## src/logic/soc_defines.svh

```systemverilog
// Data and address widths, counter sizes, slave map and device id macros
`ifndef SOC_DEFINES_SVH
`define SOC_DEFINES_SVH

// Bus widths
`define SOC_ARCHBITSZ 32
`define SOC_ADDRBITSZ 30
`define SOC_DEVID_BITSZ 16

// Counter widths
`define SOC_RST_CNTR_BITSZ 4
`define SOC_ACTIVITY_CNTR_BITSZ 7

// GPIO port widths
`define SOC_GP0IOCOUNT 16
`define SOC_GP1IOCOUNT 5

// Slave indices, slave n decodes region n
`define SOC_SLAVECOUNT 4
`define SOC_S_DEVTBL 0
`define SOC_S_GP0IO 1
`define SOC_S_GP1IO 2
`define SOC_S_INVALID 3

// Word address bits inside one 4 KB region
`define SOC_REGION_WBITS 10

// Device ids reported by the device table
`define SOC_ID_DEVTBL 7
`define SOC_ID_GPIO 6
`define SOC_ID_INVALID 0

`endif

```

## src/logic/soc_pkg.sv

```systemverilog
// Bus request and response, reset request and device table entry types
`include "soc_defines.svh"

package soc_pkg;

	// Plain widths of the 32-bit peripheral bus
	typedef logic [`SOC_ARCHBITSZ-1:0] data_t;
	typedef logic [`SOC_ADDRBITSZ-1:0] waddr_t;
	typedef logic [`SOC_ARCHBITSZ/8-1:0] sel_t;

	// Index of a slave on the interconnect
	typedef logic [$clog2(`SOC_SLAVECOUNT)-1:0] slv_idx_t;

	// Device id as stored in the device table
	typedef logic [`SOC_DEVID_BITSZ-1:0] dev_id_t;

	// Master to slave, held until ack
	typedef struct packed {
		logic cyc;
		logic stb;
		logic we;
		waddr_t addr;
		sel_t sel;
		data_t dat;
	} wb_req_t;

	// Slave to master, ack is a single cycle pulse
	typedef struct packed {
		logic ack;
		data_t dat;
	} wb_rsp_t;

	// Software reset request, valid for one cycle
	// rst0 and rst1 together request a cold reset
	typedef struct packed {
		logic valid;
		logic rst0;
		logic rst1;
	} rst_req_t;

	// One device table word before zero extension
	typedef struct packed {
		logic useirq;
		dev_id_t id;
	} devtbl_entry_t;

endpackage

```

## src/logic/activity_dimmer.sv

```systemverilog
// Activity indicator pulse with blanking counter for dimming
`timescale 1ns/100ps
`include "soc_defines.svh"

module activity_dimmer (
	input logic clk_2x_w,
	input logic sys_rst_i,
	input logic event_i,
	output logic activity_o
);

	logic [`SOC_ACTIVITY_CNTR_BITSZ-1:0] blank_cntr_q;
	logic activity_q;

	// One pulse, then events are ignored until the counter runs out
	always_ff @(posedge clk_2x_w) begin
		if (sys_rst_i) begin
			blank_cntr_q <= '0;
			activity_q <= 1'b0;
		end else if (blank_cntr_q != '0) begin
			blank_cntr_q <= blank_cntr_q - 1'b1;
			activity_q <= 1'b0;
		end else if (event_i) begin
			blank_cntr_q <= '1;
			activity_q <= 1'b1;
		end else begin
			activity_q <= 1'b0;
		end
	end

	assign activity_o = activity_q;

endmodule

```

## src/logic/devtbl.sv

```systemverilog
// Device table slave with constant device list and software reset register
`timescale 1ns/100ps
`include "soc_defines.svh"

module devtbl (
	input logic clk_2x_w,
	input logic devtbl_rst2_w,
	input soc_pkg::wb_req_t req_i,
	output soc_pkg::wb_rsp_t rsp_o,
	output soc_pkg::rst_req_t rst_req_o
);

	logic [`SOC_REGION_WBITS-1:0] word_idx;
	logic access;
	soc_pkg::devtbl_entry_t entry;
	logic ack_q;
	soc_pkg::data_t dat_q;
	soc_pkg::rst_req_t rst_req_q;

	assign word_idx = req_i.addr[`SOC_REGION_WBITS-1:0];

	// First cycle of a strobe, ack follows on the next cycle
	assign access = req_i.stb && !ack_q;

	// Constant device list, one word per slave
	always_comb begin
		entry = '0;
		if (word_idx == `SOC_REGION_WBITS'(`SOC_S_DEVTBL)) begin
			entry.useirq = 1'b0;
			entry.id = soc_pkg::dev_id_t'(`SOC_ID_DEVTBL);
		end else if (word_idx == `SOC_REGION_WBITS'(`SOC_S_GP0IO) ||
			word_idx == `SOC_REGION_WBITS'(`SOC_S_GP1IO)) begin
			entry.useirq = 1'b1;
			entry.id = soc_pkg::dev_id_t'(`SOC_ID_GPIO);
		end else begin
			entry.useirq = 1'b0;
			entry.id = soc_pkg::dev_id_t'(`SOC_ID_INVALID);
		end
	end

	always_ff @(posedge clk_2x_w) begin
		if (devtbl_rst2_w) begin
			ack_q <= 1'b0;
			rst_req_q <= '0;
		end else begin
			ack_q <= access;
			// Write to word 0 raises a one-cycle reset request
			rst_req_q.valid <= access && req_i.we && (word_idx == '0);
			rst_req_q.rst0 <= req_i.dat[0];
			rst_req_q.rst1 <= req_i.dat[1];
		end
	end

	// Read data, zero above the last slave
	always_ff @(posedge clk_2x_w) begin
		if (access) begin
			dat_q <= soc_pkg::data_t'(entry);
		end
	end

	assign rsp_o.ack = ack_q;
	assign rsp_o.dat = dat_q;
	assign rst_req_o = rst_req_q;

endmodule

```

## src/logic/gpio_port.sv

```systemverilog
// Bus-mapped GPIO port with input synchroniser and input change interrupt
`timescale 1ns/100ps
`include "soc_defines.svh"

module gpio_port #(
	parameter int IOCOUNT = 16
) (
	input logic clk_2x_w,
	input logic sys_rst_i,
	input soc_pkg::wb_req_t req_i,
	output soc_pkg::wb_rsp_t rsp_o,
	input logic [IOCOUNT-1:0] io_i,
	output logic [IOCOUNT-1:0] io_o,
	output logic irq_o
);

	logic [`SOC_REGION_WBITS-1:0] word_idx;
	logic access;
	logic [IOCOUNT-1:0] in_meta_q;
	logic [IOCOUNT-1:0] in_sync_q;
	logic [IOCOUNT-1:0] in_prev_q;
	logic [IOCOUNT-1:0] out_q;
	soc_pkg::data_t wr_merge;
	logic ack_q;
	logic irq_q;
	soc_pkg::data_t dat_q;

	assign word_idx = req_i.addr[`SOC_REGION_WBITS-1:0];
	assign access = req_i.stb && !ack_q;

	// Two-flop synchroniser, previous value kept for change detection
	always_ff @(posedge clk_2x_w) begin
		in_meta_q <= io_i;
		in_sync_q <= in_meta_q;
		in_prev_q <= in_sync_q;
	end

	// Byte-enable merge of the write data into the output register
	always_comb begin
		wr_merge = soc_pkg::data_t'(out_q);
		for (int b = 0; b < `SOC_ARCHBITSZ/8; b++) begin
			if (req_i.sel[b]) begin
				wr_merge[b*8 +: 8] = req_i.dat[b*8 +: 8];
			end
		end
	end

	always_ff @(posedge clk_2x_w) begin
		if (sys_rst_i) begin
			ack_q <= 1'b0;
			irq_q <= 1'b0;
			out_q <= '0;
		end else begin
			ack_q <= access;
			irq_q <= (in_sync_q != in_prev_q);
			if (access && req_i.we && word_idx == `SOC_REGION_WBITS'(1)) begin
				out_q <= wr_merge[IOCOUNT-1:0];
			end
		end
	end

	// Word 0 inputs, word 1 outputs, other words read as zero
	always_ff @(posedge clk_2x_w) begin
		if (access) begin
			if (word_idx == '0) begin
				dat_q <= soc_pkg::data_t'(in_sync_q);
			end else if (word_idx == `SOC_REGION_WBITS'(1)) begin
				dat_q <= soc_pkg::data_t'(out_q);
			end else begin
				dat_q <= '0;
			end
		end
	end

	assign rsp_o.ack = ack_q;
	assign rsp_o.dat = dat_q;
	assign io_o = out_q;
	assign irq_o = irq_q;

endmodule

```

## src/logic/rst_sequencer.sv

```systemverilog
// Software reset decode, reset hold-off counter and power-off latch
`timescale 1ns/100ps
`include "soc_defines.svh"

module rst_sequencer (
	input logic clk_2x_w,
	input logic devtbl_rst2_w,
	input soc_pkg::rst_req_t rst_req_i,
	output logic sys_rst_o,
	output logic pwroff_o
);

	logic sw_cold_rst;
	logic sw_warm_rst;
	logic sw_pwroff;
	logic [`SOC_RST_CNTR_BITSZ-1:0] rst_cntr_q;
	logic pwroff_q;

	// Request decode
	assign sw_cold_rst = rst_req_i.valid && rst_req_i.rst0 && rst_req_i.rst1;
	assign sw_warm_rst = rst_req_i.valid && !rst_req_i.rst0 && rst_req_i.rst1;
	assign sw_pwroff = rst_req_i.valid && rst_req_i.rst0 && !rst_req_i.rst1;

	// Hold-off counter, reloaded by the board reset or a cold/warm request
	always_ff @(posedge clk_2x_w) begin
		if (devtbl_rst2_w || sw_cold_rst || sw_warm_rst) begin
			rst_cntr_q <= '1;
		end else if (rst_cntr_q != '0) begin
			rst_cntr_q <= rst_cntr_q - 1'b1;
		end
	end

	// Power-off stays latched until the next board reset
	always_ff @(posedge clk_2x_w) begin
		if (devtbl_rst2_w) begin
			pwroff_q <= 1'b0;
		end else if (sw_pwroff) begin
			pwroff_q <= 1'b1;
		end
	end

	// A powered-off system is kept in reset as well
	assign sys_rst_o = (rst_cntr_q != '0) || pwroff_q;
	assign pwroff_o = pwroff_q;

endmodule

```

## src/logic/soc_periph_top.sv

```systemverilog
// Peripheral SoC top level with reset sequencer, bus decoder and slaves
`timescale 1ns/100ps
`include "soc_defines.svh"

module soc_periph_top (
	input logic clk_2x_w,
	input logic devtbl_rst2_w,
	input soc_pkg::wb_req_t wb_req_i,
	output soc_pkg::wb_rsp_t wb_rsp_o,
	input logic [`SOC_GP0IOCOUNT-1:0] gp0_i,
	output logic [`SOC_GP0IOCOUNT-1:0] gp0_o,
	input logic [`SOC_GP1IOCOUNT-1:0] gp1_i,
	output logic [1:0] gp_irq_o,
	output logic activity_o,
	output logic sys_rst_o,
	output logic pwroff_o
);

	soc_pkg::wb_req_t s_req_w [`SOC_SLAVECOUNT];
	soc_pkg::wb_rsp_t s_rsp_w [`SOC_SLAVECOUNT];
	soc_pkg::rst_req_t rst_req_w;

	rst_sequencer i_rst_sequencer (
		.clk_2x_w (clk_2x_w),
		.devtbl_rst2_w (devtbl_rst2_w),
		.rst_req_i (rst_req_w),
		.sys_rst_o (sys_rst_o),
		.pwroff_o (pwroff_o)
	);

	wbpi_decoder i_wbpi_decoder (
		.clk_2x_w (clk_2x_w),
		.sys_rst_i (sys_rst_o),
		.m_req_i (wb_req_i),
		.m_rsp_o (wb_rsp_o),
		.s_req_o (s_req_w),
		.s_rsp_i (s_rsp_w)
	);

	// Device table runs on the board reset so a software reset
	// does not clear its own request
	devtbl i_devtbl (
		.clk_2x_w (clk_2x_w),
		.devtbl_rst2_w (devtbl_rst2_w),
		.req_i (s_req_w[`SOC_S_DEVTBL]),
		.rsp_o (s_rsp_w[`SOC_S_DEVTBL]),
		.rst_req_o (rst_req_w)
	);

	// Switches and LEDs
	gpio_port #(
		.IOCOUNT (`SOC_GP0IOCOUNT)
	) i_gp0io (
		.clk_2x_w (clk_2x_w),
		.sys_rst_i (sys_rst_o),
		.req_i (s_req_w[`SOC_S_GP0IO]),
		.rsp_o (s_rsp_w[`SOC_S_GP0IO]),
		.io_i (gp0_i),
		.io_o (gp0_o),
		.irq_o (gp_irq_o[0])
	);

	// Buttons, input only
	gpio_port #(
		.IOCOUNT (`SOC_GP1IOCOUNT)
	) i_gp1io (
		.clk_2x_w (clk_2x_w),
		.sys_rst_i (sys_rst_o),
		.req_i (s_req_w[`SOC_S_GP1IO]),
		.rsp_o (s_rsp_w[`SOC_S_GP1IO]),
		.io_i (gp1_i),
		.io_o (),
		.irq_o (gp_irq_o[1])
	);

	// Invalid device catches unmapped accesses and never answers
	assign s_rsp_w[`SOC_S_INVALID] = '0;

	// Every acknowledged access counts as activity
	activity_dimmer i_activity_dimmer (
		.clk_2x_w (clk_2x_w),
		.sys_rst_i (sys_rst_o),
		.event_i (wb_rsp_o.ack),
		.activity_o (activity_o)
	);

endmodule

```

## src/logic/wbpi_decoder.sv

```systemverilog
// Peripheral bus decoder with request routing and response multiplexer
`timescale 1ns/100ps
`include "soc_defines.svh"

module wbpi_decoder (
	// Only sampled by the bound protocol checks
	input logic clk_2x_w,
	input logic sys_rst_i,
	input soc_pkg::wb_req_t m_req_i,
	output soc_pkg::wb_rsp_t m_rsp_o,
	output soc_pkg::wb_req_t s_req_o [`SOC_SLAVECOUNT],
	input soc_pkg::wb_rsp_t s_rsp_i [`SOC_SLAVECOUNT]
);

	localparam int REGION_BITSZ = `SOC_ADDRBITSZ - `SOC_REGION_WBITS;

	logic [REGION_BITSZ-1:0] region;
	soc_pkg::slv_idx_t slv_sel;
	logic sel_invalid;

	// Region n maps to slave n, everything from the invalid index upward
	// falls into the invalid device
	assign region = m_req_i.addr[`SOC_ADDRBITSZ-1:`SOC_REGION_WBITS];

	always_comb begin
		if (region < REGION_BITSZ'(`SOC_S_INVALID)) begin
			slv_sel = soc_pkg::slv_idx_t'(region);
		end else begin
			slv_sel = soc_pkg::slv_idx_t'(`SOC_S_INVALID);
		end
	end

	assign sel_invalid = (slv_sel == soc_pkg::slv_idx_t'(`SOC_S_INVALID));

	// Every slave sees address and data, cyc and stb go to the selected one
	always_comb begin
		for (int i = 0; i < `SOC_SLAVECOUNT; i++) begin
			s_req_o[i] = m_req_i;
			if (soc_pkg::slv_idx_t'(i) == slv_sel) begin
				// No new access starts while the system is in reset
				s_req_o[i].stb = m_req_i.stb && !sys_rst_i;
			end else begin
				s_req_o[i].cyc = 1'b0;
				s_req_o[i].stb = 1'b0;
			end
		end
	end

	// Response from the selected slave, the invalid device stays silent
	always_comb begin
		if (sel_invalid) begin
			m_rsp_o = '0;
		end else begin
			m_rsp_o = s_rsp_i[slv_sel];
		end
	end

endmodule

```

## config.mk

```make
export PLATFORM = sky130hd
export DESIGN_NAME = soc_periph_top
export DESIGN_NICKNAME = d
export VERILOG_FILES = /design/src/logic/soc_pkg.sv /design/src/logic/activity_dimmer.sv /design/src/logic/devtbl.sv /design/src/logic/gpio_port.sv /design/src/logic/rst_sequencer.sv /design/src/logic/soc_periph_top.sv /design/src/logic/wbpi_decoder.sv
export VERILOG_INCLUDE_DIRS = /design/src /design/src/logic
export SDC_FILE = /design/constraint.sdc
export NUM_CORES = 1
export LEC_CHECK = 0
export BUFFER_PORTS_ARGS = -buffer_cell sky130_fd_sc_hd__buf_2
export CORE_MARGIN = 3
export CORE_UTILIZATION = 53
export CTS_BUF_LIST = sky130_fd_sc_hd__clkbuf_4
export CTS_CLUSTER_SIZE = 20
export DETAILED_ROUTE_END_ITERATION = 16
export PLACE_DENSITY = 0.85
export SETUP_SLACK_MARGIN = 0.15
export SYNTH_ARGS = -nofsm -noshare
export SYNTH_HDL_FRONTEND = slang
export SYNTH_SLANG_ARGS = --single-unit
```

## constraint.sdc

```tcl
create_clock -name clk_2x_w -period 3 [get_ports clk_2x_w]
set_input_delay 0.15 -clock clk_2x_w [delete_from_list [all_inputs] [get_ports clk_2x_w]]
set_output_delay 0.15 -clock clk_2x_w [all_outputs]
set_load 0.05 [all_outputs]
```

Yosys cells after proc, flatten, opt, wreduce, memory -nomap -nowiden:

Index checks and enable logic that the tools add are counted.

* logic and storage cells: 88
* bits in registers: 186

* $add $sub $neg: 2
* magnitude comparators: 2
* mux-type cells: 16
* bitwise operators: 1
* equality and inequality tests: 7
* reduce and logical (&&, ||, !) cells: 34

Operators by type and width (number)
* 33-bit 2-to-1 mux: 3
* 33-bit binary-select mux with 2-bit select: 1
* 16-bit 2-to-1 mux: 2
* 20-bit by 2-bit < comparator with 1-bit output (second input constant): 1
* 17-bit 2-to-1 mux: 1
* 16-bit != test: 1
* 1-bit logical AND: 15
* 7-bit 2-to-1 mux: 2
* 10-bit by 1-bit == test with 1-bit output (second input constant): 1
* 10-bit by 2-bit == test with 1-bit output (second input constant): 1
* 10-bit logical NOT: 1
* 5-bit 2-to-1 mux: 2
* 7-bit nonzero test: 1
* 7-bit by 1-bit subtractor with 7-bit output (second input constant): 1
* 1-bit logical NOT: 6
* 2-bit AND reduction: 3
* 5-bit != test: 1
* 1-bit logical OR: 4
* 1-bit 2-to-1 mux: 4
* 4-bit nonzero test: 1
* 4-bit by 1-bit subtractor with 4-bit output (second input constant): 1
* 3-bit >= comparator (second input constant): 1
* 2-bit inverter with 3-bit output: 1
* 1-bit by 2-bit == test with 1-bit output (first input constant): 1
* other kinds (6): 6

Logic depth before layout (Yosys ltp):

* depth after elaboration: 9
* gate-level depth with buffers: 7
* depth with buffers taken out: 6

Hierarchy:

Synthesis repeated with hierarchy kept, for this count alone.

* cells, all modules: 780
* area total of the unflattened synthesis: 8181.6 um2

By module, submodules not included
* wbpi_decoder: area each 3266.9 um2, times used 1, cells an instance 374
* gpio_port (i_gp0io): area each 2625.0 um2, times used 1, cells an instance 187
* gpio_port (i_gp1io): area each 1149.9 um2, times used 1, cells an instance 97
* devtbl: area each 485.5 um2, times used 1, cells an instance 50
* activity_dimmer: area each 399.1 um2, times used 1, cells an instance 44
* rst_sequencer: area each 251.5 um2, times used 1, cells an instance 27
* soc_periph_top: area each 3.8 um2, times used 1, cells an instance 1

Worst setup path after synthesis:

OpenSTA, ideal clock, no wires.

* path kind: reg2reg
* start point: register i_rst_sequencer.pwroff_q (netlist: i_rst_sequencer.pwroff_o)
* end point: register i_gp0io.dat_q[0] (enable)
* buffers on the path: 1
* arrival time: 2.158 ns
* required time: 2.612 ns
* library setup time: 0.388 ns
* stages on the path, launching flop included: 5
* slack: 0.453 ns
* cell sequence: dfxtp_1 -> nor4b_4 -> nand4_1 -> buf_1 -> nor2_1

* word-level cells in the longest chain between the ends: 5

RTL lines
* start, declared: RTL line rst_sequencer.sv:17 `logic pwroff_q;`
* start signal, assigned: RTL line rst_sequencer.sv:36 `pwroff_q <= 1'b0;`
* start signal, assigned: RTL line rst_sequencer.sv:38 `pwroff_q <= 1'b1;`
* 1-bit logical OR: RTL line rst_sequencer.sv:43 `assign sys_rst_o = (rst_cntr_q != '0) || pwroff_q;`
* 1-bit logical NOT: RTL line wbpi_decoder.sv:41 `s_req_o[i].stb = m_req_i.stb && !sys_rst_i;`
* 1-bit logical AND: RTL line wbpi_decoder.sv:41
* 1-bit 2-to-1 mux: RTL line wbpi_decoder.sv:39 `if (soc_pkg::slv_idx_t'(i) == slv_sel) begin`
* 1-bit logical AND: RTL line gpio_port.sv:29 `assign access = req_i.stb && !ack_q;`
* net i_gp0io.access: RTL line gpio_port.sv:18 `logic access;`
* end signal, assigned: RTL line gpio_port.sv:66 `dat_q <= soc_pkg::data_t'(in_sync_q);`
* end signal, assigned: RTL line gpio_port.sv:68 `dat_q <= soc_pkg::data_t'(out_q);`
* end, declared: RTL line gpio_port.sv:26 `soc_pkg::data_t dat_q;`

The timed path passes the listed nets, and every way through them passes these cells.
A chain may end at the register's enable or synchronous reset.

Final worst setup path:

* start point: register i_rst_sequencer.rst_cntr_q[0]
* end point: register i_gp0io.out_q[13] (netlist: i_gp0io.io_o[13])

* word-level cells in the longest chain between the ends: 9

RTL lines
* start, declared: RTL line rst_sequencer.sv:16 `` logic [`SOC_RST_CNTR_BITSZ-1:0] rst_cntr_q; ``
* start signal, assigned: RTL line rst_sequencer.sv:29 `rst_cntr_q <= rst_cntr_q - 1'b1;`
* 4-bit nonzero test (*): RTL line rst_sequencer.sv:43
* 1-bit logical OR (*): RTL line rst_sequencer.sv:43
* 1-bit logical NOT: RTL line wbpi_decoder.sv:41
* 1-bit logical AND: RTL line wbpi_decoder.sv:41
* 1-bit 2-to-1 mux: RTL line wbpi_decoder.sv:39
* 1-bit logical AND: RTL line gpio_port.sv:29
* 1-bit logical AND (2 in a row): RTL line gpio_port.sv:56 `` if (access && req_i.we && word_idx == `SOC_REGION_WBITS'(1)) begin ``
* 2-bit AND reduction (no source line)
* end signal, assigned: RTL line gpio_port.sv:57 `out_q <= wr_merge[IOCOUNT-1:0];`
* end, declared: RTL line gpio_port.sv:22 `logic [IOCOUNT-1:0] out_q;`

Mark *: on every way between the ends. The rest lies on a longest branch, timed or not.

==> flow_summary.toml <==
[status]
status = "finished clean"

[final_layout]
multi_input_area_um2 = 1740
area_growth_pct = 27.5
drive_gt1_frac = 0.275
layout.nets = 676
layout.cells.non_filler = 698
diodes = 0
fill_cells = 581
seq_area_um2 = 2820
post-route-util = 0.717
fin_area_um2 = 6070

[power]
leakage_nw = 2.49
max-vdd-ir-drop_v = 0.000412
power_mw = 3.30
power_density_nw_per_um2 = 544

[synth]
synth_top_family_by_area = "simple AND/OR/NAND/NOR gates"
async_flop_share = 0
synth_xor_area_frac = 0.0423
ys_ff_latch = 129
syn_area_um2 = 4760
synthCells = 425
synth_cell_types = 47
avgSynthCellArea_um2 = 11.2
ys_seq_area_frac = 0.593
ys.flop_type = "dfxtp_1"
synth_compound_area_frac = 0.135
synth_warnings = 0
synth_adder_area_share = 0.0105
yosys.area_share.simple = 0.156
synth-edff-count = 24
synth_mux_area_frac = 0.00867

[floorplan]
die_h_um = 101
start_util = 0.562
core_um2 = 8460
ios = 146
die_w_um = 101
dieArea_um2 = 10200
row_count = 33

[setup_path]
cp-start-kind = "flop"
endpoint_kind = "flop"
crit_type = "flop to flop"
required_ns = 3.44
crit_arrival_ns = 2.79
rr_worst_depth = 6
cp_max_fo = 21

[routing]
wl_per_cell_um = 17.2
vias = 3933
ant_nets = 0
route.detailed.drc = 0
first_pass_iters = 5
drt-initial-drc-count = 338
viasPerCell = 5.63
routed_wl_mm = 12.0

[grt]
overflow = 0
grt_max_degree = 28
grt_pass1_wl_mm = 18.7
grt_pass1_vias = 3899
antenna_found_initial = 0
grt_usage = 0.238

[cts]
clk-insertion-delay-late_ns = 0.51
h-tree-depth = 4
post-cts-setup-buffers = 0
cts_hold_buf = 40
clkTransAtPathRegs_ns = 0.12
cts_tree = "built"
cts_made_buffers = 17
clock_path_buffers = 2
root_buffer = "clkbuf_4"
cts_resized = 0
clock_sinks = 129

[sta]
rsz0062_at_grt = "no"
post-route-period-util = 0.781
drv_slew = 0
finalSetupViolCount = 0
max_freq_ghz = 0.427
slew_headroom = 0.388
finalSetupTns_ns = 0
finalCriticalPeriod_ns = 2.34
setup_slack_ns = 0.656
finalHoldViolations = 0
holdWs_ns = 0.0332
worstMarginPinSlew_ns = 0.910
skew_ns = 0.0143

[worst_hold_path]
min_path_type = "input port to flop"
hold_path_depth = 4

[placement]
place.gp.congestion = 0.818
place.port_buffers = 111
dpl_cell_area_um2 = 5360
post-place-ws_ns = 0.702
hpwlAfterDp_mm = 8.12
placed_cells = 626

[flow_run]
drv_cap = 0
## worst paths after layout
kind / from / to / slack [ns]
max: i_rst_sequencer.rst_cntr_q[0]$_SDFFE_PP1P_ / i_gp0io.io_o[13]$_SDFFE_PP0P_ / 0.66
min: wb_req_i[67] / i_devtbl.ack_q$_SDFF_PP0_ / 0.03
max reg2reg: i_rst_sequencer.rst_cntr_q[0]$_SDFFE_PP1P_ / i_gp0io.io_o[13]$_SDFFE_PP0P_ / 0.66
min reg2reg: i_gp0io.in_meta_q[3]$_DFF_P_ / i_gp0io.in_sync_q[3]$_DFF_P_ / 0.34
## where the power goes
part           switching, mW  internal [mW]  total, mW  leakage, nW
sequential            0.0296           1.81       1.84         1.15
combinational          0.105          0.100      0.205         1.17
clock                  0.656          0.603       1.26        0.166
total                  0.791           2.51       3.30         2.49
## area by class of cell
| type | count | share of cell area |
|---|---|---|
| sequential | 129 | 0.465 |
| multi-input combinational | 263 | 0.287 |
| timing repair buffer | 160 | 0.169 |
| clock inverter | 14 | 0.0295 |
| clock buffer | 18 | 0.0223 |
| tap | 105 | 0.0216 |
| inverter | 9 | 0.00557 |
## per-layer routing
metal,global-route usage,part of all wire,vias to the layer above
li1,-,-,1843
met1,0.281,0.38,1823
met2,0.417,0.52,229
met3,0.0595,0.079,38
met4,0.0870,0.027,0
met5,0,0,-
## cells in the final DEF (no fill, tap or decap), types with 3 or more instances in the layout
master / count
nand2b_1: 5
conb_1: 15
and4_1: 4
inv_6: 4
o31ai_1: 21
nor2b_1: 5
nand2_1: 18
nand4_1: 30
dfxtp_1: 105
nor4_1: 4
a21oi_1: 38
or4_4: 3
mux2i_1: 3
nor3b_1: 3
nor2_1: 22
clkbuf_4: 18
a22o_1: 21
inv_1: 8
a31oi_1: 3
bufinv_16: 3
xor2_1: 4
edfxtp_1: 24
buf_4: 9
dlygate4sd3_1: 40
nor4_2: 4
and2_1: 11
buf_2: 111
ha_1: 4
nor3_1: 4
xnor2_1: 19
## Yosys cell counts (2+ instances only)
cell	n	area, um2
nor3b_1	3	22.5
or4_1	2	15.0
inv_1	8	30.0
nand2b_1	5	31.3
nand2_1	18	67.6
nor2b_1	5	31.3
clkbuf_1	13	48.8
a21oi_1	38	190
and3_1	2	12.5
buf_4	18	135
or3_1	2	12.5
ha_1	4	50.1
nor2_1	22	82.6
buf_2	3	15.0
dfxtp_1	105	2100
buf_1	3	11.3
and4_1	4	35.0
nor4_1	4	25.0
edfxtp_1	24	721
nor4_2	5	62.6
nand4_1	30	188
a22o_1	21	184
xor2_1	4	35.0
a31oi_1	3	18.8
xnor2_1	19	166
a22oi_1	2	15.0
nor3_1	4	20.0
mux2i_1	3	30.0
o31ai_1	21	158
or4_4	3	33.8
and2_1	11	68.8
## sequential cells by signal (all words and copies together) (netlist names)
register	count
i_devtbl.ack_q	1
i_gp0io.irq_o	1
i_gp0io.io_o	16
i_rst_sequencer.pwroff_o	1
i_gp1io.in_meta_q	5
i_activity_dimmer.blank_cntr_q	7
i_gp1io.irq_o	1
i_gp1io.in_prev_q	5
i_gp0io.ack_q	1
i_gp0io.dat_q	16
i_devtbl.dat_q	3
i_gp0io.in_sync_q	16
i_devtbl.rst_req_o	3
i_activity_dimmer.activity_o	1
i_gp0io.in_prev_q	16
i_gp1io.io_o	5
i_gp0io.in_meta_q	16
i_gp1io.in_sync_q	5
i_rst_sequencer.rst_cntr_q	4
i_gp1io.ack_q	1
i_gp1io.dat_q	5
## kinds of logic (layout without fill, tap and decap cells)
logic type,count (synthesis),count (layout)
AO/OA/AOI/OAI,94,94
buffers and inverters,47,201
XOR/XNOR,23,23
flip-flops,129,129
adder cells (fa/ha/maj),4,4
multiplexers,4,4
other,1,15
AND/OR/NAND/NOR,123,123
## critical path, cell delays in order, from the launching register on
cell and delay [ns]:
dfxtp_1 0.33, inv_1 0.11, ha_1 0.21, nor4b_4 0.42
and4_1 0.80, nand4_1 0.23, a21oi_1 0.19
(Power assumes the default switching activity.)
